--- src/source/friet_pkg.sv ---
//--------------------------------------------------------------------------
// Shared definitions of the authenticated stream engine: block and lane
// widths, the block type, instruction codes, core operation codes and
// the fixed marker bits of the verdict word
//--------------------------------------------------------------------------
`default_nettype none

package friet_pkg;

    // Cipher block and duplex state
    parameter int block_width = 128;
    parameter int lane_width = 32;

    typedef logic [block_width-1:0] block_t;

    // Codes on the instruction bus
    typedef enum logic [3:0] {
        inst_load_key = 4'd1,
        inst_encrypt  = 4'd2,
        inst_decrypt  = 4'd3,
        inst_tag      = 4'd4,
        inst_verify   = 4'd5
    } inst_t;

    // Operation applied by the duplex core to each block
    typedef enum logic [1:0] {
        core_load    = 2'd0,
        core_encrypt = 2'd1,
        core_decrypt = 2'd2,
        core_squeeze = 2'd3
    } core_oper_t;

    // Bits 3..1 of the verdict word
    parameter logic [2:0] verdict_fixed_bits = 3'b111;

endpackage

`default_nettype wire

--- src/source/duplex_core.sv ---
//--------------------------------------------------------------------------
// Duplex core: 128-bit state, load, encrypt, decrypt and squeeze, with
// a one-lane left rotation of the state after each data block
//--------------------------------------------------------------------------
`timescale 1ns/10ps
`default_nettype none

module duplex_core (
    input  wire                        clk,
    input  wire                        reg_compare_tag_rst,
    input  wire friet_pkg::core_oper_t core_oper,
    input  wire                        core_start,
    input  wire                        verify_mode,
    input  wire friet_pkg::block_t     in_block,
    input  wire                        in_block_last,
    input  wire                        in_block_valid,
    output logic                       in_block_ready,
    output friet_pkg::block_t          out_block,
    output logic                       out_block_last,
    output logic                       out_block_valid,
    input  wire                        out_block_ready
);

    localparam int bw = friet_pkg::block_width;
    localparam int lw = friet_pkg::lane_width;

    friet_pkg::block_t state;
    friet_pkg::block_t mixed;
    logic slot_valid;
    logic take;

    // Block step in place of the permutation rounds
    function automatic friet_pkg::block_t rotl_lane(input friet_pkg::block_t x);
        return {x[bw-lw-1:0], x[bw-1:bw-lw]};
    endfunction

    // Verify pairs the squeezed state with the tag block, not buffer out
    always_comb begin
        if (verify_mode) begin
            in_block_ready = slot_valid;
        end else if (core_oper == friet_pkg::core_squeeze) begin
            in_block_ready = 1'b0;
        end else begin
            in_block_ready = ~slot_valid | out_block_ready;
        end
    end

    assign take = in_block_valid & in_block_ready;
    assign mixed = state ^ in_block;
    assign out_block_valid = slot_valid & ~verify_mode;

    always_ff @(posedge clk) begin
        if (reg_compare_tag_rst) begin
            state <= '0;
        end else if (take && !verify_mode) begin
            case (core_oper)
                friet_pkg::core_load:    state <= in_block;
                friet_pkg::core_encrypt: state <= rotl_lane(mixed);
                friet_pkg::core_decrypt: state <= rotl_lane(in_block);
                default:                 state <= state;
            endcase
        end
    end

    always_ff @(posedge clk) begin
        if (reg_compare_tag_rst) begin
            slot_valid <= 1'b0;
            out_block_last <= 1'b0;
        end else if (core_start) begin
            slot_valid <= 1'b1;
            out_block_last <= 1'b1;
        end else if (take && verify_mode) begin
            slot_valid <= 1'b0;
        end else if (take && core_oper != friet_pkg::core_load) begin
            slot_valid <= 1'b1;
            out_block_last <= in_block_last;
        end else if (out_block_valid && out_block_ready) begin
            slot_valid <= 1'b0;
        end
    end

    // Squeeze exposes the state, data blocks the state xor input
    always_ff @(posedge clk) begin
        if (core_start) begin
            out_block <= state;
        end else if (take) begin
            out_block <= mixed;
        end
    end

endmodule

`default_nettype wire

--- src/source/friet_stream_top.sv ---
//--------------------------------------------------------------------------
// Top level of the authenticated stream engine: controller, input and
// output buffers, duplex core and tag verification
//--------------------------------------------------------------------------
`timescale 1ns/10ps
`default_nettype none

module friet_stream_top #(
    parameter int DIN_DOUT_WIDTH = 32
) (
    input  wire                        clk,
    input  wire                        reg_compare_tag_rst,
    input  wire friet_pkg::inst_t      inst,
    input  wire                        inst_valid,
    output logic                       inst_ready,
    input  wire [DIN_DOUT_WIDTH-1:0]   din,
    input  wire                        din_last,
    input  wire                        din_valid,
    output logic                       din_ready,
    output logic [DIN_DOUT_WIDTH-1:0]  dout,
    output logic                       dout_last,
    output logic                       dout_valid,
    input  wire                        dout_ready
);

    logic in_enable;
    logic din_ready_int;

    friet_pkg::block_t in_block;
    logic in_block_last;
    logic in_block_valid;
    logic in_block_ready;

    friet_pkg::block_t out_block;
    logic out_block_last;
    logic out_block_valid;
    logic out_block_ready;

    logic [DIN_DOUT_WIDTH-1:0] buf_dout;
    logic buf_dout_last;
    logic buf_dout_valid;
    logic buf_dout_ready;

    friet_pkg::core_oper_t core_oper;
    logic core_start;
    logic verify_mode;
    logic clear_compare;
    logic verdict_select;

    stream_controller #(.DIN_DOUT_WIDTH(DIN_DOUT_WIDTH)) controller (
        .clk(clk), .reg_compare_tag_rst(reg_compare_tag_rst),
        .inst(inst), .inst_valid(inst_valid), .inst_ready(inst_ready),
        .din_valid(din_valid), .din_ready_int(din_ready_int),
        .din_ready(din_ready), .in_enable(in_enable),
        .in_block_valid(in_block_valid), .in_block_ready(in_block_ready),
        .in_block_last(in_block_last),
        .core_oper(core_oper), .core_start(core_start),
        .verify_mode(verify_mode), .clear_compare(clear_compare),
        .verdict_select(verdict_select),
        .dout_valid(dout_valid), .dout_ready(dout_ready), .dout_last(dout_last)
    );

    // Buffer sees valid words only while the controller opens the input
    stream_buffer_in #(.DIN_DOUT_WIDTH(DIN_DOUT_WIDTH)) buffer_in (
        .clk(clk), .reg_compare_tag_rst(reg_compare_tag_rst),
        .din(din), .din_last(din_last), .din_valid(in_enable),
        .din_ready(din_ready_int),
        .in_block(in_block), .in_block_last(in_block_last),
        .in_block_valid(in_block_valid), .in_block_ready(in_block_ready)
    );

    duplex_core core (
        .clk(clk), .reg_compare_tag_rst(reg_compare_tag_rst),
        .core_oper(core_oper), .core_start(core_start), .verify_mode(verify_mode),
        .in_block(in_block), .in_block_last(in_block_last),
        .in_block_valid(in_block_valid), .in_block_ready(in_block_ready),
        .out_block(out_block), .out_block_last(out_block_last),
        .out_block_valid(out_block_valid), .out_block_ready(out_block_ready)
    );

    stream_buffer_out #(.DIN_DOUT_WIDTH(DIN_DOUT_WIDTH)) buffer_out (
        .clk(clk), .reg_compare_tag_rst(reg_compare_tag_rst),
        .out_block(out_block), .out_block_last(out_block_last),
        .out_block_valid(out_block_valid), .out_block_ready(out_block_ready),
        .buf_dout(buf_dout), .buf_dout_last(buf_dout_last),
        .buf_dout_valid(buf_dout_valid), .buf_dout_ready(buf_dout_ready)
    );

    // Under verify the core is ready exactly while its squeezed state waits
    tag_verify #(.DIN_DOUT_WIDTH(DIN_DOUT_WIDTH)) verify (
        .clk(clk), .reg_compare_tag_rst(reg_compare_tag_rst),
        .clear_compare(clear_compare), .verify_mode(verify_mode),
        .verdict_select(verdict_select),
        .out_block(out_block), .out_block_valid(in_block_ready),
        .in_block(in_block), .in_block_valid(in_block_valid),
        .buf_dout(buf_dout), .buf_dout_last(buf_dout_last),
        .buf_dout_valid(buf_dout_valid), .buf_dout_ready(buf_dout_ready),
        .dout(dout), .dout_last(dout_last), .dout_valid(dout_valid),
        .dout_ready(dout_ready)
    );

endmodule

`default_nettype wire

--- src/source/stream_buffer_in.sv ---
//--------------------------------------------------------------------------
// Input buffer packing din words into 128-bit blocks, most significant
// word first, with the last flag of the final word
//--------------------------------------------------------------------------
`timescale 1ns/10ps
`default_nettype none

module stream_buffer_in #(
    parameter int DIN_DOUT_WIDTH = 32
) (
    input  wire                       clk,
    input  wire                       reg_compare_tag_rst,
    input  wire [DIN_DOUT_WIDTH-1:0]  din,
    input  wire                       din_last,
    input  wire                       din_valid,
    output logic                      din_ready,
    output friet_pkg::block_t         in_block,
    output logic                      in_block_last,
    output logic                      in_block_valid,
    input  wire                       in_block_ready
);

    localparam int words = friet_pkg::block_width / DIN_DOUT_WIDTH;
    localparam int cnt_width = $clog2(words);

    logic [cnt_width-1:0] cnt;
    logic din_xfer;
    logic final_word;

    // One block of storage, so no words while it waits
    assign din_ready = ~in_block_valid;
    assign din_xfer = din_valid & din_ready;
    assign final_word = (cnt == cnt_width'(words - 1));

    always_ff @(posedge clk) begin
        if (reg_compare_tag_rst) begin
            cnt <= '0;
            in_block_valid <= 1'b0;
            in_block_last <= 1'b0;
        end else if (din_xfer) begin
            if (final_word) begin
                cnt <= '0;
                in_block_valid <= 1'b1;
                in_block_last <= din_last;
            end else begin
                cnt <= cnt + 1'b1;
            end
        end else if (in_block_valid && in_block_ready) begin
            in_block_valid <= 1'b0;
        end
    end

    // Earlier words move toward the top
    always_ff @(posedge clk) begin
        if (din_xfer) begin
            in_block <= {in_block[friet_pkg::block_width-DIN_DOUT_WIDTH-1:0], din};
        end
    end

endmodule

`default_nettype wire

--- src/source/stream_buffer_out.sv ---
//--------------------------------------------------------------------------
// Output buffer unpacking 128-bit blocks into words, most significant
// word first, last set on the final word of a last block
//--------------------------------------------------------------------------
`timescale 1ns/10ps
`default_nettype none

module stream_buffer_out #(
    parameter int DIN_DOUT_WIDTH = 32
) (
    input  wire                       clk,
    input  wire                       reg_compare_tag_rst,
    input  wire friet_pkg::block_t    out_block,
    input  wire                       out_block_last,
    input  wire                       out_block_valid,
    output logic                      out_block_ready,
    output logic [DIN_DOUT_WIDTH-1:0] buf_dout,
    output logic                      buf_dout_last,
    output logic                      buf_dout_valid,
    input  wire                       buf_dout_ready
);

    localparam int words = friet_pkg::block_width / DIN_DOUT_WIDTH;
    localparam int cnt_width = $clog2(words);

    friet_pkg::block_t shift;
    logic [cnt_width-1:0] cnt;
    logic busy;
    logic block_last;
    logic word_xfer;
    logic final_word;
    logic block_take;

    assign final_word = (cnt == cnt_width'(words - 1));
    assign word_xfer = busy & buf_dout_ready;

    // Next block may enter as the final word leaves
    assign out_block_ready = ~busy | (word_xfer & final_word);
    assign block_take = out_block_valid & out_block_ready;

    assign buf_dout = shift[friet_pkg::block_width-1 -: DIN_DOUT_WIDTH];
    assign buf_dout_valid = busy;
    assign buf_dout_last = block_last & final_word;

    always_ff @(posedge clk) begin
        if (reg_compare_tag_rst) begin
            busy <= 1'b0;
            cnt <= '0;
            block_last <= 1'b0;
        end else if (block_take) begin
            busy <= 1'b1;
            cnt <= '0;
            block_last <= out_block_last;
        end else if (word_xfer) begin
            cnt <= cnt + 1'b1;
            if (final_word) begin
                busy <= 1'b0;
            end
        end
    end

    always_ff @(posedge clk) begin
        if (block_take) begin
            shift <= out_block;
        end else if (word_xfer) begin
            shift <= shift << DIN_DOUT_WIDTH;
        end
    end

endmodule

`default_nettype wire

--- src/source/stream_controller.sv ---
//--------------------------------------------------------------------------
// Controller: instruction register, phase FSM, input gating, core
// operation select and the tag verify and verdict selects
//--------------------------------------------------------------------------
`timescale 1ns/10ps
`default_nettype none

module stream_controller #(
    parameter int DIN_DOUT_WIDTH = 32
) (
    input  wire                    clk,
    input  wire                    reg_compare_tag_rst,
    input  wire friet_pkg::inst_t  inst,
    input  wire                    inst_valid,
    output logic                   inst_ready,
    input  wire                    din_valid,
    input  wire                    din_ready_int,
    output logic                   din_ready,
    output logic                   in_enable,
    input  wire                    in_block_valid,
    input  wire                    in_block_ready,
    input  wire                    in_block_last,
    output friet_pkg::core_oper_t  core_oper,
    output logic                   core_start,
    output logic                   verify_mode,
    output logic                   clear_compare,
    output logic                   verdict_select,
    input  wire                    dout_valid,
    input  wire                    dout_ready,
    input  wire                    dout_last
);

    typedef enum logic [2:0] {
        ph_idle, ph_stream, ph_squeeze, ph_verify, ph_verdict
    } phase_t;

    phase_t phase;
    friet_pkg::inst_t reg_inst;
    logic started;
    logic input_done;
    logic input_open;
    logic block_xfer;
    logic dout_end;

    assign block_xfer = in_block_valid & in_block_ready;
    assign dout_end = dout_valid & dout_ready & dout_last;

    // Input closes once the last message block has entered the core
    assign input_open = ((phase == ph_stream) & ~input_done) | (phase == ph_verify);
    assign in_enable = din_valid & input_open;
    assign din_ready = din_ready_int & input_open;

    assign inst_ready = (phase == ph_idle);
    assign core_start = ((phase == ph_squeeze) | (phase == ph_verify)) & ~started;
    assign clear_compare = (phase == ph_verify) & ~started;
    assign verify_mode = (phase == ph_verify);
    assign verdict_select = (phase == ph_verdict);

    always_comb begin
        case (reg_inst)
            friet_pkg::inst_load_key: core_oper = friet_pkg::core_load;
            friet_pkg::inst_encrypt:  core_oper = friet_pkg::core_encrypt;
            friet_pkg::inst_decrypt:  core_oper = friet_pkg::core_decrypt;
            default:                  core_oper = friet_pkg::core_squeeze;
        endcase
    end

    always_ff @(posedge clk) begin
        if (reg_compare_tag_rst) begin
            phase <= ph_idle;
            reg_inst <= friet_pkg::inst_load_key;
            started <= 1'b0;
            input_done <= 1'b0;
        end else begin
            case (phase)
                ph_idle: begin
                    started <= 1'b0;
                    input_done <= 1'b0;
                    if (inst_valid) begin
                        reg_inst <= inst;
                        case (inst)
                            friet_pkg::inst_load_key,
                            friet_pkg::inst_encrypt,
                            friet_pkg::inst_decrypt: phase <= ph_stream;
                            friet_pkg::inst_tag:     phase <= ph_squeeze;
                            friet_pkg::inst_verify:  phase <= ph_verify;
                            // Unknown codes are dropped
                            default:                 phase <= ph_idle;
                        endcase
                    end
                end
                ph_stream: begin
                    if (block_xfer && in_block_last) begin
                        input_done <= 1'b1;
                    end
                    // Key load has no output, so it ends at the core
                    if (reg_inst == friet_pkg::inst_load_key) begin
                        if (block_xfer && in_block_last) begin
                            phase <= ph_idle;
                        end
                    end else if (dout_end) begin
                        phase <= ph_idle;
                    end
                end
                ph_squeeze: begin
                    started <= 1'b1;
                    if (dout_end) begin
                        phase <= ph_idle;
                    end
                end
                ph_verify: begin
                    started <= 1'b1;
                    if (block_xfer) begin
                        phase <= ph_verdict;
                    end
                end
                ph_verdict: begin
                    if (dout_valid && dout_ready) begin
                        phase <= ph_idle;
                    end
                end
                default: phase <= ph_idle;
            endcase
        end
    end

endmodule

`default_nettype wire

--- src/source/tag_verify.sv ---
//--------------------------------------------------------------------------
// Tag verification: sticky difference between squeezed state and tag
// block, and the dout multiplexer carrying the verdict word
//--------------------------------------------------------------------------
`timescale 1ns/10ps
`default_nettype none

module tag_verify #(
    parameter int DIN_DOUT_WIDTH = 32
) (
    input  wire                       clk,
    input  wire                       reg_compare_tag_rst,
    input  wire                       clear_compare,
    input  wire                       verify_mode,
    input  wire                       verdict_select,
    input  wire friet_pkg::block_t    out_block,
    input  wire                       out_block_valid,
    input  wire friet_pkg::block_t    in_block,
    input  wire                       in_block_valid,
    input  wire [DIN_DOUT_WIDTH-1:0]  buf_dout,
    input  wire                       buf_dout_last,
    input  wire                       buf_dout_valid,
    output logic                      buf_dout_ready,
    output logic [DIN_DOUT_WIDTH-1:0] dout,
    output logic                      dout_last,
    output logic                      dout_valid,
    input  wire                       dout_ready
);

    friet_pkg::block_t compare_tag;
    logic [DIN_DOUT_WIDTH-1:0] verdict_word;

    // Any differing bit stays set until the next verify
    always_ff @(posedge clk) begin
        if (reg_compare_tag_rst || clear_compare) begin
            compare_tag <= '0;
        end else if (verify_mode && out_block_valid && in_block_valid) begin
            compare_tag <= compare_tag | (out_block ^ in_block);
        end
    end

    // Bit 0 flags a failed tag
    assign verdict_word = {{(DIN_DOUT_WIDTH-4){1'b0}}, friet_pkg::verdict_fixed_bits,
                           |compare_tag};

    always_comb begin
        if (verdict_select) begin
            dout = verdict_word;
            dout_last = 1'b1;
            dout_valid = 1'b1;
            buf_dout_ready = 1'b0;
        end else begin
            dout = buf_dout;
            dout_last = buf_dout_last;
            dout_valid = buf_dout_valid;
            buf_dout_ready = dout_ready;
        end
    end

endmodule

`default_nettype wire

--- config.mk ---
export PLATFORM = sky130hd
export DESIGN_NAME = friet_stream_top
export DESIGN_NICKNAME = d
export VERILOG_FILES = /design/src/source/friet_pkg.sv /design/src/source/duplex_core.sv /design/src/source/friet_stream_top.sv /design/src/source/stream_buffer_in.sv /design/src/source/stream_buffer_out.sv /design/src/source/stream_controller.sv /design/src/source/tag_verify.sv
export SDC_FILE = /design/constraint.sdc
export NUM_CORES = 1
export LEC_CHECK = 0
export BUFFER_PORTS_ARGS = -buffer_cell sky130_fd_sc_hd__buf_2
export CAP_MARGIN = 20
export CORE_ASPECT_RATIO = 2
export CORE_MARGIN = 5
export CORE_UTILIZATION = 25
export CTS_CLUSTER_DIAMETER = 100
export DETAILED_ROUTE_END_ITERATION = 8
export SLEW_MARGIN = 5
export SYNTH_ARGS = -nofsm -noshare
export SYNTH_HDL_FRONTEND = slang
export SYNTH_SLANG_ARGS = --single-unit
--- constraint.sdc ---
create_clock -name clk -period 12.7 [get_ports clk]
set_input_delay 0 -clock clk [delete_from_list [all_inputs] [get_ports clk]]
set_output_delay 0 -clock clk [all_outputs]
set_load 0.1 [all_outputs]
Word level (Yosys, flattened, before mapping)
Cells that the tools add are included.
- flip-flop bits (word level): 659
- input bits: 42
- output and inout bits: 36
- logic and storage cells: 142
- add/subtract/negate cells: 2
- equality and inequality tests: 24
- multiplexer cells: 37
- bitwise logic cells: 27
- reduce and logical (&&, ||, !) cells: 35
- operator list (cell ; count):
    two-way mux 128 bit ; 4
    case mux 128 bit (3 select lines) ; 1
    bitwise XOR 128 bit ; 2
    OR 128 bit ; 1
    OR reduction 128 bit ; 1
    two-way mux 32 bit ; 1
    two-way mux 1 bit ; 19
    two-way mux 3 bit ; 6
    == test 4 x 2 -> 1 bit (second input constant) ; 4
    nonzero test 2 bit ; 8
    case mux 3 bit (5 select lines) ; 1
    bitwise AND 1 bit ; 14
    AND reduction 2 bit ; 7
    inequality test 2 bit (second input constant) ; 6
    case mux 2 bit (3 select lines) ; 2
    logical AND 1 bit ; 9
    == test 2 bit (second input constant) ; 4
    == test 4 x 1 -> 1 bit (second input constant) ; 2
    == test 4 x 3 -> 1 bit (second input constant) ; 2
    == test 3 x 2 -> 1 bit (second input constant) ; 2
    inverter 1 bit ; 6
    adder 2 x 1 -> 2 bit (second input constant) ; 2
    OR 1 bit ; 4
    case mux 1 bit (2 select lines) ; 2
    14 further kinds ; 15

Longest topological paths before layout
Gate-level depths: netlist of run 1.
- word-level depth: 13
- mapped depth: 10
- mapped depth without buffers: 8

Modules after synthesis
Synthesis of run 1 repeated with hierarchy kept, for this count alone.
- cell total of the unflattened synthesis: 2589
- area total of the unflattened synthesis: 29542.1 um^2
- modules (own cells, without submodules) (module ; instances ; cells an instance ; area an instance (um^2) ; sequential area each (um^2)):
    duplex_core ; 1 ; 1421 ; 13580.5 ; 6446.2
    stream_buffer_out ; 1 ; 326 ; 5880.6 ; 3923.8
    tag_verify ; 1 ; 626 ; 5471.5 ; 2562.5
    stream_buffer_in ; 1 ; 148 ; 4041.4 ; 3923.8
    stream_controller ; 1 ; 68 ; 568.0 ; 180.2

Worst setup path before layout of run 1
Ideal clock, no wire load.
- path type: flip-flop to flip-flop
- start: register controller.reg_inst[1]
- end: register core.out_block[0] (enable)
- setup time: 0.792 ns
- data arrival time: 10.454 ns
- data required time: 11.908 ns
- path slack: 1.454 ns
- cell stages (with the launch flop): 8
- path buffers: 0
- clock period less this slack: 11.246 ns
- cell sequence: dfxtp_1 or3b_2 nor2_1 inv_1 ha_1 a21oi_4 a22oi_1 o21ai_0
- word-level cells in the longest chain between the ends: 7
- elaborated cells on any way between the ends: 9
- those cells by class: eq/ne: 4; mux: 3; bitwise: 1; reduce/logical: 1
- ends and longest elaborated chain (element ; line ; RTL):
    start, declared ; stream_controller.sv:38 ; friet_pkg::inst_t reg_inst;
    start signal, assigned ; stream_controller.sv:71 ; reg_inst <= friet_pkg::inst_load_key;
    start signal, assigned ; stream_controller.sv:80 ; reg_inst <= inst;
    == test 4 x 2 -> 1 bit or == test 4 x 1 -> 1 bit (tied branches) ; stream_controller.sv:60 ; case (reg_inst)
    case mux 2 bit (3 select lines) (*) ; stream_controller.sv:60 ;
    == test 2 bit (*) ; duplex_core.sv:41 ; end else if (core_oper == friet_pkg::core_squeeze) begin
    two-way mux 1 bit (*) ; duplex_core.sv:41 ;
    two-way mux 1 bit (*) ; duplex_core.sv:39 ; if (verify_mode) begin
    bitwise AND 1 bit (*) ; duplex_core.sv:48 ; assign take = in_block_valid & in_block_ready;
    nonzero test 2 bit (no source line) (*) ; -- ;
    end signal, assigned ; duplex_core.sv:85 ; out_block <= state;
    end signal, assigned ; duplex_core.sv:87 ; out_block <= mixed;
    end, declared ; duplex_core.sv:18 ; output friet_pkg::block_t out_block,
Every way passes the cells marked *; elsewhere a longest branch is shown, timed or not.
A chain may end at the register's enable or synchronous reset.

Worst setup path in the final report of run 1
- start: register controller.phase[2]
- end: register buffer_out.shift[67] (data pin)
- word-level cells in the longest chain between the ends: 7
- elaborated cells on any way between the ends: 10
- those cells by class: eq/ne: 2; mux: 2; bitwise: 6
- ends and longest elaborated chain (element ; line ; RTL):
    start, declared ; stream_controller.sv:37 ; phase_t phase;
    start signal, assigned ; stream_controller.sv:70 ; phase <= ph_idle;
    start signal, assigned ; stream_controller.sv:84 ; friet_pkg::inst_decrypt: phase <= ph_stream;
    start signal, assigned ; stream_controller.sv:85 ; friet_pkg::inst_tag: phase <= ph_squeeze;
    == test 3 bit ; stream_controller.sv:57 ; assign verdict_select = (phase == ph_verdict);
    two-way mux 1 bit ; tag_verify.sv:47 ; if (verdict_select) begin
    bitwise AND 1 bit ; stream_buffer_out.sv:35 ; assign word_xfer = busy & buf_dout_ready;
    bitwise AND 1 bit ; stream_buffer_out.sv:38 ; assign out_block_ready = ~busy | (word_xfer & final_word);
    OR 1 bit ; stream_buffer_out.sv:38 ;
    bitwise AND 1 bit (*) ; stream_buffer_out.sv:39 ; assign block_take = out_block_valid & out_block_ready;
    two-way mux 128 bit (*) ; stream_buffer_out.sv:63 ; if (block_take) begin
    end signal, assigned ; stream_buffer_out.sv:64 ; shift <= out_block;
    end signal, assigned ; stream_buffer_out.sv:66 ; shift <= shift << DIN_DOUT_WIDTH;
    end, declared ; stream_buffer_out.sv:26 ; friet_pkg::block_t shift;
Marked as above.

==> impl_metrics.xml, run 1 <==
<?xml version="1.0" encoding="UTF-8"?>
<metrics>
  <group name="logic_synthesis">
    <metric name="synth-seq-area-share" unit="%">58.2</metric>
    <metric name="ys_warn_count" unit="">0</metric>
    <metric name="yosys_register_bits" unit="">659</metric>
    <metric name="synth-compound-area-share" unit="%">10.7</metric>
    <metric name="netlist_instances" unit="">2436</metric>
    <metric name="yosys.area_share.simple" unit="%">8.50</metric>
    <metric name="ys_async_sr_fraction" unit="%">0</metric>
    <metric name="synth_top_cells_by_area" unit="">edfxtp_1, dfxtp_1, xor2_1</metric>
    <metric name="synthesis.nets" unit="">2483</metric>
    <metric name="syn_area" unit="sq um">29300</metric>
    <metric name="post_synth.cell_area_avg" unit="sq um">12.0</metric>
    <metric name="synth_top_cell_by_area" unit="">edfxtp_1</metric>
    <metric name="synth-adder-area-share" unit="%">0.214</metric>
    <metric name="synth_enable_flop_cells" unit="">384</metric>
    <metric name="synth.distinct_cells" unit="">51</metric>
    <metric name="synth.top_cell.area_share" unit="%">39.4</metric>
    <metric name="synth_ff_type" unit="">edfxtp_1</metric>
    <metric name="synth_top_family_by_area" unit="">XOR/XNOR gates</metric>
    <metric name="synth-xor-area-share" unit="%">11.5</metric>
    <metric name="yosys-mux-area-fraction" unit="%">8.20</metric>
  </group>
  <group name="run">
    <metric name="maxCapViolations" unit="">0</metric>
  </group>
  <group name="sta">
    <metric name="setup_tns" unit="ns">0</metric>
    <metric name="finalHoldViolations" unit="">0</metric>
    <metric name="timing.slew.headroom" unit="%">22.0</metric>
    <metric name="setup_repair_after_global_routing_missed_its_margin" unit="">false</metric>
    <metric name="final.period_utilization" unit="%">31.5</metric>
    <metric name="clock_skew" unit="ns">0.0148</metric>
    <metric name="timing_worst_slew_pin_value" unit="ns">1.17</metric>
    <metric name="layout_min_cycle_time" unit="ns">4.01</metric>
    <metric name="clock.fmax" unit="MHz">250</metric>
    <metric name="maxSlewViolCount" unit="">0</metric>
    <metric name="setup_viol_count_final" unit="">0</metric>
  </group>
  <group name="drt">
    <metric name="route.detailed.vias_per_inst" unit="">4.70</metric>
    <metric name="dr.first_iter.drc_count" unit="">1388</metric>
    <metric name="drt_pre_antenna_iters" unit="">5</metric>
    <metric name="route.detailed.drc" unit="">0</metric>
    <metric name="final_antenna_net_count" unit="">0</metric>
    <metric name="drt_wl_total" unit="um">79900</metric>
    <metric name="vias_after_detailed_routing" unit="">19000</metric>
    <metric name="wl_per_cell" unit="um">19.7</metric>
  </group>
  <group name="final_layout">
    <metric name="areaGrowthSynthToFinish" unit="%">14.4</metric>
    <metric name="drive_gt1_share" unit="%">12.4</metric>
    <metric name="fillers" unit="">12000</metric>
    <metric name="layout.cells.non_filler" unit="">4051</metric>
    <metric name="layout.cells.most_common" unit="">edfxtp_1</metric>
    <metric name="regArea" unit="sq um">17000</metric>
    <metric name="layout.nets" unit="">2528</metric>
    <metric name="multi_input_area" unit="sq um">11500</metric>
    <metric name="most_frequent_cells_in_the_layout" unit="">edfxtp_1, dfxtp_1, nand2_1</metric>
  </group>
  <group name="run_status">
    <metric name="outcome" unit="">completed</metric>
  </group>
  <group name="global_route">
    <metric name="grt_pass1_wl" unit="um">121000</metric>
    <metric name="via_count_of_the_first_global_routing_pass" unit="">19300</metric>
    <metric name="grt_start_max_net_pins" unit="">132</metric>
    <metric name="track_usage" unit="%">12.3</metric>
    <metric name="grt.overflow.total" unit="">0</metric>
    <metric name="antenna_found_initial" unit="">4</metric>
  </group>
  <group name="cts">
    <metric name="cts_buffers" unit="">54</metric>
    <metric name="cts_setup_buffers" unit="">0</metric>
    <metric name="cts_htree_levels" unit="">2</metric>
    <metric name="cts-resized-gates" unit="">0</metric>
    <metric name="tritoncts_clock_tree" unit="">yes</metric>
    <metric name="worstSkewPairLatency" unit="ns">0.62</metric>
    <metric name="cts_max_path_buffers" unit="">3</metric>
    <metric name="cts.sinks" unit="">659</metric>
    <metric name="clk_pin_slew" unit="ns">0.07</metric>
    <metric name="cts.root.buffer_cell" unit="">clkbuf_16</metric>
  </group>
  <group name="place">
    <metric name="place.gp.congestion" unit="">0.773</metric>
    <metric name="hpwl" unit="um">48100</metric>
    <metric name="dpl.cell_count" unit="">3893</metric>
    <metric name="port-buffer-count" unit="">77</metric>
  </group>
  <group name="die">
    <metric name="coreArea" unit="sq um">116000</metric>
    <metric name="die_area" unit="sq um">125000</metric>
    <metric name="rows" unit="">177</metric>
    <metric name="fp.dieW" unit="um">252</metric>
    <metric name="boundaryPins" unit="">78</metric>
    <metric name="die-height" unit="um">494</metric>
    <metric name="floorplan.initialDensity" unit="%">25.1</metric>
  </group>
  <group name="critical_path">
    <metric name="timing.critical_path.required" unit="ns">13.06</metric>
    <metric name="cp-start-kind" unit="">flop</metric>
    <metric name="critical_path_data_arrival_time" unit="ns">4.37</metric>
    <metric name="critPathCaptureType" unit="">flop</metric>
    <metric name="critical_path_class" unit="">reg -&gt; reg</metric>
    <metric name="worstPathMaxFanout" unit="">51</metric>
  </group>
  <group name="hold_path">
    <metric name="holdCritPathClass" unit="">in -&gt; reg</metric>
  </group>
  <group name="power">
    <metric name="power.ir.vdd_worst" unit="V">0.0000867</metric>
    <metric name="total_leakage_power" unit="nW">12.7</metric>
    <metric name="power.density" unit="nW/um^2">130</metric>
  </group>
</metrics>
## logic make-up (layout without fill, tap and decap cells)
group / count (synthesis) / after routing
simple gates: 562 / 562
mux: 228 / 228
flops: 659 / 659
compound gates: 420 / 420
buf+inv: 179 / 267
other cells: 0 / 6
xor+xnor: 383 / 383
fa+ha+maj: 5 / 5
## flip-flops by register name (all words and copies together) (netlist names)
register                   count
buffer_in.cnt                  2
buffer_in.in_block           128
buffer_in.in_block_last        1
buffer_in.in_block_valid       1
buffer_out.block_last          1
buffer_out.buf_dout_valid      1
buffer_out.cnt                 2
buffer_out.shift             128
controller.input_done          1
controller.phase               3
controller.reg_inst            4
controller.started             1
core.out_block               128
core.out_block_last            1
core.slot_valid                1
core.state                   128
verify.compare_tag           128
## metal layers
| metal | up-vias | wire, um | global-route usage, % |
|---|---|---|---|
| li1 | 8921 | - | - |
| met2 | 409 | 41900 | 22.7 |
| met4 | 0 | 3330 | 5.07 |
| met3 | 117 | 2640 | 1.24 |
| met1 | 9589 | 31900 | 14.5 |
| met5 | - | 0 | 0 |
## worst max-delay path, stage by stage, from the launching register on
cell and delay [ns]:
dfxtp_1 0.53, nor3b_4 0.24, buf_4 0.57, o21ai_4 0.11, buf_4 0.34, nand2_4 0.66, buf_4 0.77, mux2_2 0.41
## path summary, 6_finish.rpt
check	slack, ns	end	from	cells past startpoint
min	0.09	buffer_in.in_block[19]	din[19]	2
max	8.69	buffer_out.shift[67]	controller.phase[2]	7
max reg2reg	8.69	buffer_out.shift[67]	controller.phase[2]	7
min reg2reg	0.47	verify.compare_tag[63]	verify.compare_tag[63]	2
## Yosys cell counts, drive strengths merged (2+ instances only)
| cell type | number |
|---|---|
| o211ai | 127 |
| xor2 | 254 |
| mux2i | 132 |
| a31oi | 5 |
| a31o | 2 |
| and2 | 4 |
| o21ai | 8 |
| a21oi | 139 |
| inv | 10 |
| edfxtp | 384 |
| nand4 | 10 |
| ha | 5 |
| xnor2 | 129 |
| nand3b | 2 |
| nor3 | 5 |
| clkbuf | 125 |
| nor4 | 34 |
| buf | 44 |
| a21o | 2 |
| nor2b | 29 |
| nand2 | 268 |
| nand2b | 7 |
| or2 | 5 |
| a221o | 126 |
| and3 | 35 |
| nor3b | 2 |
| nand3 | 12 |
| mux2 | 96 |
| dfxtp | 275 |
| nor2 | 145 |
## stage by stage
step | total power, mW | worst slack (ns) | hold slack, ns | instance area, sq um | util (%)
6_report | 4.36 | 8.69 | 0.0902 | 33500 | 28.8
2_1_floorplan | 2.55 | 1.45 | 0.0989 | 29300 | -
3_5_place_dp | 2.62 | 8.62 | 0.179 | 31100 | 26.7
3_3_place_gp | 2.62 | 8.62 | 0.178 | 31100 | 26.7
4_1_cts | 4.40 | 8.62 | 0.0520 | 33500 | 28.8
5_1_grt | 4.50 | 8.54 | 0.0843 | 33500 | 28.8
## where the power goes
group	leakage [nW]	switching (mW)	internal, mW
combinational	6.11	0.177	0.0967
clock	0.892	0.803	0.968
sequential	5.72	0.0270	2.28
total	12.7	1.01	3.35
## timing repair
item	in CTS	in global routing
endpoints found under the setup margin	0	0
hold buffers	53	0
hold endpoints to repair	51	0
## final cells by class
| class | instances | area share [%] |
|---|---|---|
| inverters | 10 | 0.157 |
| flip-flops and latches | 659 | 50.8 |
| clock buffers | 82 | 4.86 |
| clock inverters | 17 | 0.590 |
| well taps | 1521 | 5.68 |
| multi-input cells | 1598 | 34.4 |
| repair buffers | 158 | 3.39 |
| diodes | 6 | 0.0448 |
Note: power is estimated with default switching activity, not from simulation.
==> run 2: changes to the inputs <==
==> constraint.sdc (replaced) <==
create_clock -name clk -period 3.75 [get_ports clk]
set_input_delay 0 -clock clk [delete_from_list [all_inputs] [get_ports clk]]
set_output_delay 0 -clock clk [all_outputs]
set_load 0.1 [all_outputs]
==> impl_metrics.xml, run 2 (synthesis results as in run 1) <==
<?xml version="1.0" encoding="UTF-8"?>
<metrics>
  <group name="place">
    <metric name="pre_cts_ws" unit="ns">0.906</metric>
    <metric name="place.gp.congestion" unit="">0.764</metric>
    <metric name="port-buffer-count" unit="">77</metric>
    <metric name="hpwl" unit="um">50100</metric>
  </group>
  <group name="global_route">
    <metric name="grt_start_max_net_pins" unit="">130</metric>
    <metric name="grt_pass1_wl" unit="um">123000</metric>
    <metric name="grt.overflow.total" unit="">0</metric>
    <metric name="antenna_found_initial" unit="">5</metric>
    <metric name="track_usage" unit="%">12.5</metric>
    <metric name="via_count_of_the_first_global_routing_pass" unit="">19300</metric>
  </group>
  <group name="sta">
    <metric name="hold_slack" unit="ns">0.0894</metric>
    <metric name="finalHoldViolations" unit="">0</metric>
    <metric name="timing_worst_slew_pin_value" unit="ns">1.11</metric>
    <metric name="maxSlewViolCount" unit="">0</metric>
    <metric name="clock.fmax" unit="MHz">344</metric>
    <metric name="timing.slew.headroom" unit="%">26.0</metric>
    <metric name="clock_skew" unit="ns">0.0163</metric>
    <metric name="setup_repair_after_global_routing_missed_its_margin" unit="">false</metric>
    <metric name="layout_min_cycle_time" unit="ns">2.90</metric>
    <metric name="final.period_utilization" unit="%">77.5</metric>
    <metric name="setup_viol_count_final" unit="">0</metric>
    <metric name="timing.final.ws_setup" unit="ns">0.845</metric>
  </group>
  <group name="critical_path">
    <metric name="timing.critical_path.required" unit="ns">3.75</metric>
    <metric name="critPathBufInv" unit="">1</metric>
    <metric name="timing.critical_path.slowest_stage_cell" unit="">nor4_1</metric>
    <metric name="critPathCaptureType" unit="">output pin</metric>
    <metric name="critical_path.cell_chain" unit="">nor4_1 &gt; nand4_1 &gt; nor4_1 &gt; a31oi_1 &gt; buf_2</metric>
    <metric name="max_stage_delay" unit="ns">0.61</metric>
    <metric name="regToRegEndpoint" unit="">core.out_block[84]</metric>
    <metric name="crit_start" unit="">verify.compare_tag[125]</metric>
    <metric name="path_common_cell" unit="">nor4_1</metric>
    <metric name="path_depth" unit="">5</metric>
    <metric name="cp-start-kind" unit="">flop</metric>
    <metric name="timing.critical_path.max_delay_family" unit="">simple AND/OR/NAND/NOR gates</metric>
    <metric name="reg2reg_slack" unit="ns">0.87</metric>
    <metric name="worstPathMaxFanout" unit="">2</metric>
    <metric name="critical_path.reg2reg.startpoint" unit="">controller.phase[0]</metric>
    <metric name="critical_path_data_arrival_time" unit="ns">2.90</metric>
    <metric name="worstSetupEndpoint" unit="">dout[0]</metric>
    <metric name="r2r_cells" unit="">5</metric>
    <metric name="critical_path_class" unit="">reg -&gt; out</metric>
  </group>
  <group name="drt">
    <metric name="route.detailed.vias_per_inst" unit="">4.71</metric>
    <metric name="dr.first_iter.drc_count" unit="">1198</metric>
    <metric name="drt_wl_total" unit="um">81200</metric>
    <metric name="final_antenna_net_count" unit="">0</metric>
    <metric name="vias_after_detailed_routing" unit="">19200</metric>
    <metric name="wl_per_cell" unit="um">19.9</metric>
    <metric name="route.detailed.drc" unit="">0</metric>
    <metric name="drt_pre_antenna_iters" unit="">5</metric>
  </group>
  <group name="cts">
    <metric name="cts.sinks" unit="">659</metric>
    <metric name="cts_buffers" unit="">54</metric>
    <metric name="cts_htree_levels" unit="">2</metric>
    <metric name="worstSkewPairLatency" unit="ns">0.62</metric>
    <metric name="cts.root.buffer_cell" unit="">clkbuf_16</metric>
    <metric name="clk_pin_slew" unit="ns">0.07</metric>
    <metric name="cts_max_path_buffers" unit="">3</metric>
    <metric name="tritoncts_clock_tree" unit="">yes</metric>
  </group>
  <group name="die">
    <metric name="die-height" unit="um">494</metric>
    <metric name="boundaryPins" unit="">78</metric>
    <metric name="die_area" unit="sq um">125000</metric>
    <metric name="floorplan.initialDensity" unit="%">25.1</metric>
    <metric name="rows" unit="">177</metric>
    <metric name="coreArea" unit="sq um">116000</metric>
    <metric name="fp.dieW" unit="um">252</metric>
  </group>
  <group name="power">
    <metric name="power.ir.vdd_worst" unit="V">0.000301</metric>
    <metric name="power.density" unit="nW/um^2">434</metric>
    <metric name="total_leakage_power" unit="nW">12.9</metric>
  </group>
  <group name="final_layout">
    <metric name="most_frequent_cells_in_the_layout" unit="">edfxtp_1, dfxtp_1, nand2_1</metric>
    <metric name="areaGrowthSynthToFinish" unit="%">15.6</metric>
    <metric name="layout.cells.most_common" unit="">edfxtp_1</metric>
    <metric name="drive_gt1_share" unit="%">13.3</metric>
    <metric name="layout.nets" unit="">2546</metric>
  </group>
  <group name="run">
    <metric name="maxCapViolations" unit="">0</metric>
  </group>
  <group name="run_status">
    <metric name="outcome" unit="">completed</metric>
  </group>
  <group name="hold_path">
    <metric name="holdCritPathClass" unit="">in -&gt; reg</metric>
  </group>
</metrics>
==> run 2: cell count changes in the layout (fill, tap and decap cells not counted), sizes merged <==
cell | before | now
buf | 105 | 123
clkbuf | 82 | 77
clkinv | 8 | 12
clkinvlp | 3 | 6
inv | 12 | 11
==> run 2: power breakdown <==
part	switching, mW	internal (mW)	total (mW)
Combinational	0.617	0.354	0.970
Clock	2.75	3.15	5.90
Sequential	0.0945	7.73	7.83
==> run 2: repair_timing <==
item                                   CTS  global route
gates resized for setup                  0             0
endpoints found under the hold margin   51             0
setup buffers                            0             0
hold buffers                            53             0
setup endpoints to repair                0             0
==> run 2: worst min path at each step <==
stage                       start                      to  slack (ns)  cells past startpoint
final                     din[20]  buffer_in.in_block[20]        0.09                      2
after global routing      din[20]  buffer_in.in_block[20]        0.08                      2
after CTS                 din[21]  buffer_in.in_block[21]        0.05                      2
after detailed placement  din[11]  buffer_in.in_block[11]        0.18                      1
after global placement    din[21]  buffer_in.in_block[21]        0.18                      1
after floorplan            din[0]   buffer_in.in_block[0]         0.1                      0
==> run 2: area by class of cell <==
class | count | area (sq um)
fillers | 12000 | 82600
flip-flops and latches | 659 | 17000
multi-input cells | 1598 | 11600
well taps | 1521 | 1900
clock buffers | 77 | 1540
repair buffers | 176 | 1500
clock inverters | 23 | 236
inverters | 10 | 51.3
diodes | 6 | 15.0
==> run 2: routing by layer <==
layer | track usage, % | share of wire (%) | vias up
met4 | 5.52 | 4.6 | 0
met3 | 1.25 | 3.2 | 126
met1 | 14.6 | 40 | 9736
met5 | 0 | 0 | -
met2 | 23.1 | 52 | 372
li1 | - | - | 8944
==> run 2: through the flow <==
| step | instances | area [sq um] | power, mW | utilization (%) | TNS, ns |
|---|---|---|---|---|---|
| detailed placement | 3911 | 31500 | 8.93 | 27.1 | 0 |
| global route | 4068 | 33800 | 15.2 | 29.1 | 0 |
| floorplan | 2436 | 29400 | 8.60 | - | -18.61 |
| global placement | 3911 | 31500 | 8.92 | 27.1 | 0 |
| CTS | 4064 | 33800 | 14.9 | 29.0 | 0 |
| finish | 4070 | 33900 | 14.7 | 29.1 | 0 |
==> run 3: changes to the inputs <==
==> constraint.sdc (replaced) <==
create_clock -name clk -period 3 [get_ports clk]
set_input_delay 0 -clock clk [delete_from_list [all_inputs] [get_ports clk]]
set_output_delay 0 -clock clk [all_outputs]
set_load 0.1 [all_outputs]
==> impl_metrics.xml, run 3 (synthesis results as in run 1) <==
<?xml version="1.0" encoding="UTF-8"?>
<metrics>
  <group name="die">
    <metric name="die-height" unit="um">494</metric>
    <metric name="fp.dieW" unit="um">252</metric>
    <metric name="floorplan.initialDensity" unit="%">25.1</metric>
    <metric name="coreArea" unit="sq um">116000</metric>
    <metric name="rows" unit="">177</metric>
    <metric name="die_area" unit="sq um">125000</metric>
    <metric name="boundaryPins" unit="">78</metric>
  </group>
  <group name="final_layout">
    <metric name="drive_gt1_share" unit="%">13.9</metric>
    <metric name="fillers" unit="">12000</metric>
    <metric name="multi_input_area" unit="sq um">11600</metric>
    <metric name="postLayoutCoreUtil" unit="%">29.3</metric>
    <metric name="regArea" unit="sq um">17000</metric>
    <metric name="layout.cells.most_common" unit="">edfxtp_1</metric>
    <metric name="most_frequent_cells_in_the_layout" unit="">edfxtp_1, dfxtp_1, nand2_1</metric>
    <metric name="areaGrowthSynthToFinish" unit="%">16.5</metric>
    <metric name="layout.nets" unit="">2560</metric>
  </group>
  <group name="sta">
    <metric name="setup_viol_count_final" unit="">0</metric>
    <metric name="finalHoldViolations" unit="">0</metric>
    <metric name="clock_skew" unit="ns">0.0182</metric>
    <metric name="layout_min_cycle_time" unit="ns">2.90</metric>
    <metric name="final.period_utilization" unit="%">96.6</metric>
    <metric name="maxSlewViolCount" unit="">0</metric>
    <metric name="timing.slew.headroom" unit="%">26.3</metric>
    <metric name="timing_worst_slew_pin_value" unit="ns">1.11</metric>
    <metric name="setup_tns" unit="ns">0</metric>
    <metric name="clock.fmax" unit="MHz">345</metric>
    <metric name="timing.final.ws_setup" unit="ns">0.101</metric>
    <metric name="setup_repair_after_global_routing_missed_its_margin" unit="">false</metric>
  </group>
  <group name="critical_path">
    <metric name="critPathCaptureType" unit="">output pin</metric>
    <metric name="critical_path_class" unit="">reg -&gt; out</metric>
    <metric name="timing.critical_path.required" unit="ns">3.00</metric>
    <metric name="worstPathMaxFanout" unit="">2</metric>
    <metric name="cp-start-kind" unit="">flop</metric>
    <metric name="critical_path_data_arrival_time" unit="ns">2.90</metric>
  </group>
  <group name="place">
    <metric name="place.gp.congestion" unit="">0.778</metric>
    <metric name="hpwl" unit="um">49300</metric>
    <metric name="pre_cts_ws" unit="ns">0.254</metric>
    <metric name="port-buffer-count" unit="">77</metric>
  </group>
  <group name="power">
    <metric name="power.switching_fraction" unit="%">23.4</metric>
    <metric name="p_clk_share" unit="%">40.9</metric>
    <metric name="power.density" unit="nW/um^2">545</metric>
    <metric name="internal_power" unit="mW">14.2</metric>
    <metric name="power_frac_seq" unit="%">52.6</metric>
    <metric name="total_leakage_power" unit="nW">13.0</metric>
    <metric name="netSwitchingPower" unit="mW">4.35</metric>
    <metric name="power.ir.vdd_worst" unit="V">0.000374</metric>
    <metric name="p_comb_share" unit="%">6.5</metric>
  </group>
  <group name="cts">
    <metric name="cts.sinks" unit="">659</metric>
    <metric name="cts_htree_levels" unit="">2</metric>
    <metric name="cts_buffers" unit="">55</metric>
    <metric name="cts.root.buffer_cell" unit="">clkbuf_16</metric>
    <metric name="tritoncts_clock_tree" unit="">yes</metric>
    <metric name="cts_max_path_buffers" unit="">3</metric>
    <metric name="clk_pin_slew" unit="ns">0.08</metric>
    <metric name="worstSkewPairLatency" unit="ns">0.61</metric>
    <metric name="cts_setup_buffers" unit="">0</metric>
  </group>
  <group name="global_route">
    <metric name="grt_start_max_net_pins" unit="">132</metric>
    <metric name="grt.overflow.total" unit="">0</metric>
    <metric name="antenna_found_initial" unit="">5</metric>
    <metric name="track_usage" unit="%">12.3</metric>
    <metric name="via_count_of_the_first_global_routing_pass" unit="">19300</metric>
    <metric name="grt_pass1_wl" unit="um">121000</metric>
  </group>
  <group name="drt">
    <metric name="dr.first_iter.drc_count" unit="">1109</metric>
    <metric name="route.detailed.vias_per_inst" unit="">4.67</metric>
    <metric name="wl_per_cell" unit="um">19.5</metric>
    <metric name="vias_after_detailed_routing" unit="">19100</metric>
    <metric name="final_antenna_net_count" unit="">0</metric>
    <metric name="route.detailed.drc" unit="">0</metric>
    <metric name="drt_wl_total" unit="um">79500</metric>
    <metric name="drt_pre_antenna_iters" unit="">5</metric>
  </group>
  <group name="run">
    <metric name="maxCapViolations" unit="">0</metric>
  </group>
  <group name="hold_path">
    <metric name="holdCritPathClass" unit="">in -&gt; reg</metric>
  </group>
  <group name="run_status">
    <metric name="outcome" unit="">completed</metric>
  </group>
</metrics>
run 3: changes by cell type in the layout (fill, tap and decap cells not counted), moves of 2 or more:
cell	previous run	this run
buf_12	19	22
clkinvlp_4	6	3
inv_6	1	3
nor4_1	34	32
clkbuf_16	55	60
clkbuf_1	14	12
clkinv_2	11	8
clkinv_1	1	4
clkinv_4	0	3
buf_4	27	37
nor4_2	0	2
run 3: through the flow:
step	power, mW	std cells	instance area, sq um	hold WS (ns)
floorplan	10.8	2436	29400	0.0989
global placement	11.1	3923	31700	0.177
detailed placement	11.2	3923	31700	0.179
CTS	18.8	4080	34100	0.0382
global route	19.2	4085	34100	0.0738
finish	18.6	4086	34100	0.0836
run 3: repair_timing:
item,CTS,global route
hold endpoints to repair,51,0
endpoints found under the setup margin,1,0
hold buffers,54,0
resized for setup,1,0
run 3: worst max-delay path: stages (launching register included):
cell and delay, ns:
dfxtp_1 0.33, nor4_1 0.55, nand4_1 0.43, nor4_1 0.38, a31oi_1 0.28, buf_4 0.33
run 3: final timing paths:
check / start / to / slack (ns) / depth (start not counted)
setup / recovery: verify.compare_tag[121] / dout[0] / 0.10 / 5
hold / removal: din[20] / buffer_in.in_block[20] / 0.08 / 2
setup reg to reg: controller.reg_inst[1] / core.out_block[43] / 0.27 / 8
hold reg to reg: verify.compare_tag[63] / verify.compare_tag[63] / 0.47 / 2
run 3: area by class of cell:
cell class | instances | share of cell area [%]
Inverter | 10 | 0.150
Clock buffer | 80 | 4.86
Antenna cell | 6 | 0.0440
Tap cell | 1521 | 5.58
Clock inverter | 23 | 0.623
Multi-Input combinational cell | 1598 | 34.0
Sequential cell | 659 | 49.9
Timing Repair Buffer | 189 | 4.80
run 3: power by group through the flow:
stage / Sequential, mW / Clock, mW / Combinational, mW
finish: 9.78 / 7.60 / 1.21
detailed placement: 9.99 / 0 / 1.16
global placement: 9.99 / 0 / 1.15
CTS: 9.78 / 7.82 / 1.23
global route: 9.80 / 8.10 / 1.30
floorplan: 9.96 / 0 / 0.798
run 3: routing by layer:
layer	track usage (%)	vias up	routed length [um]
met2	22.5	389	40900
li1	-	8988	-
met5	0	-	0
met4	5.84	0	4170
met1	14.3	9573	31700
met3	1.23	115	2670
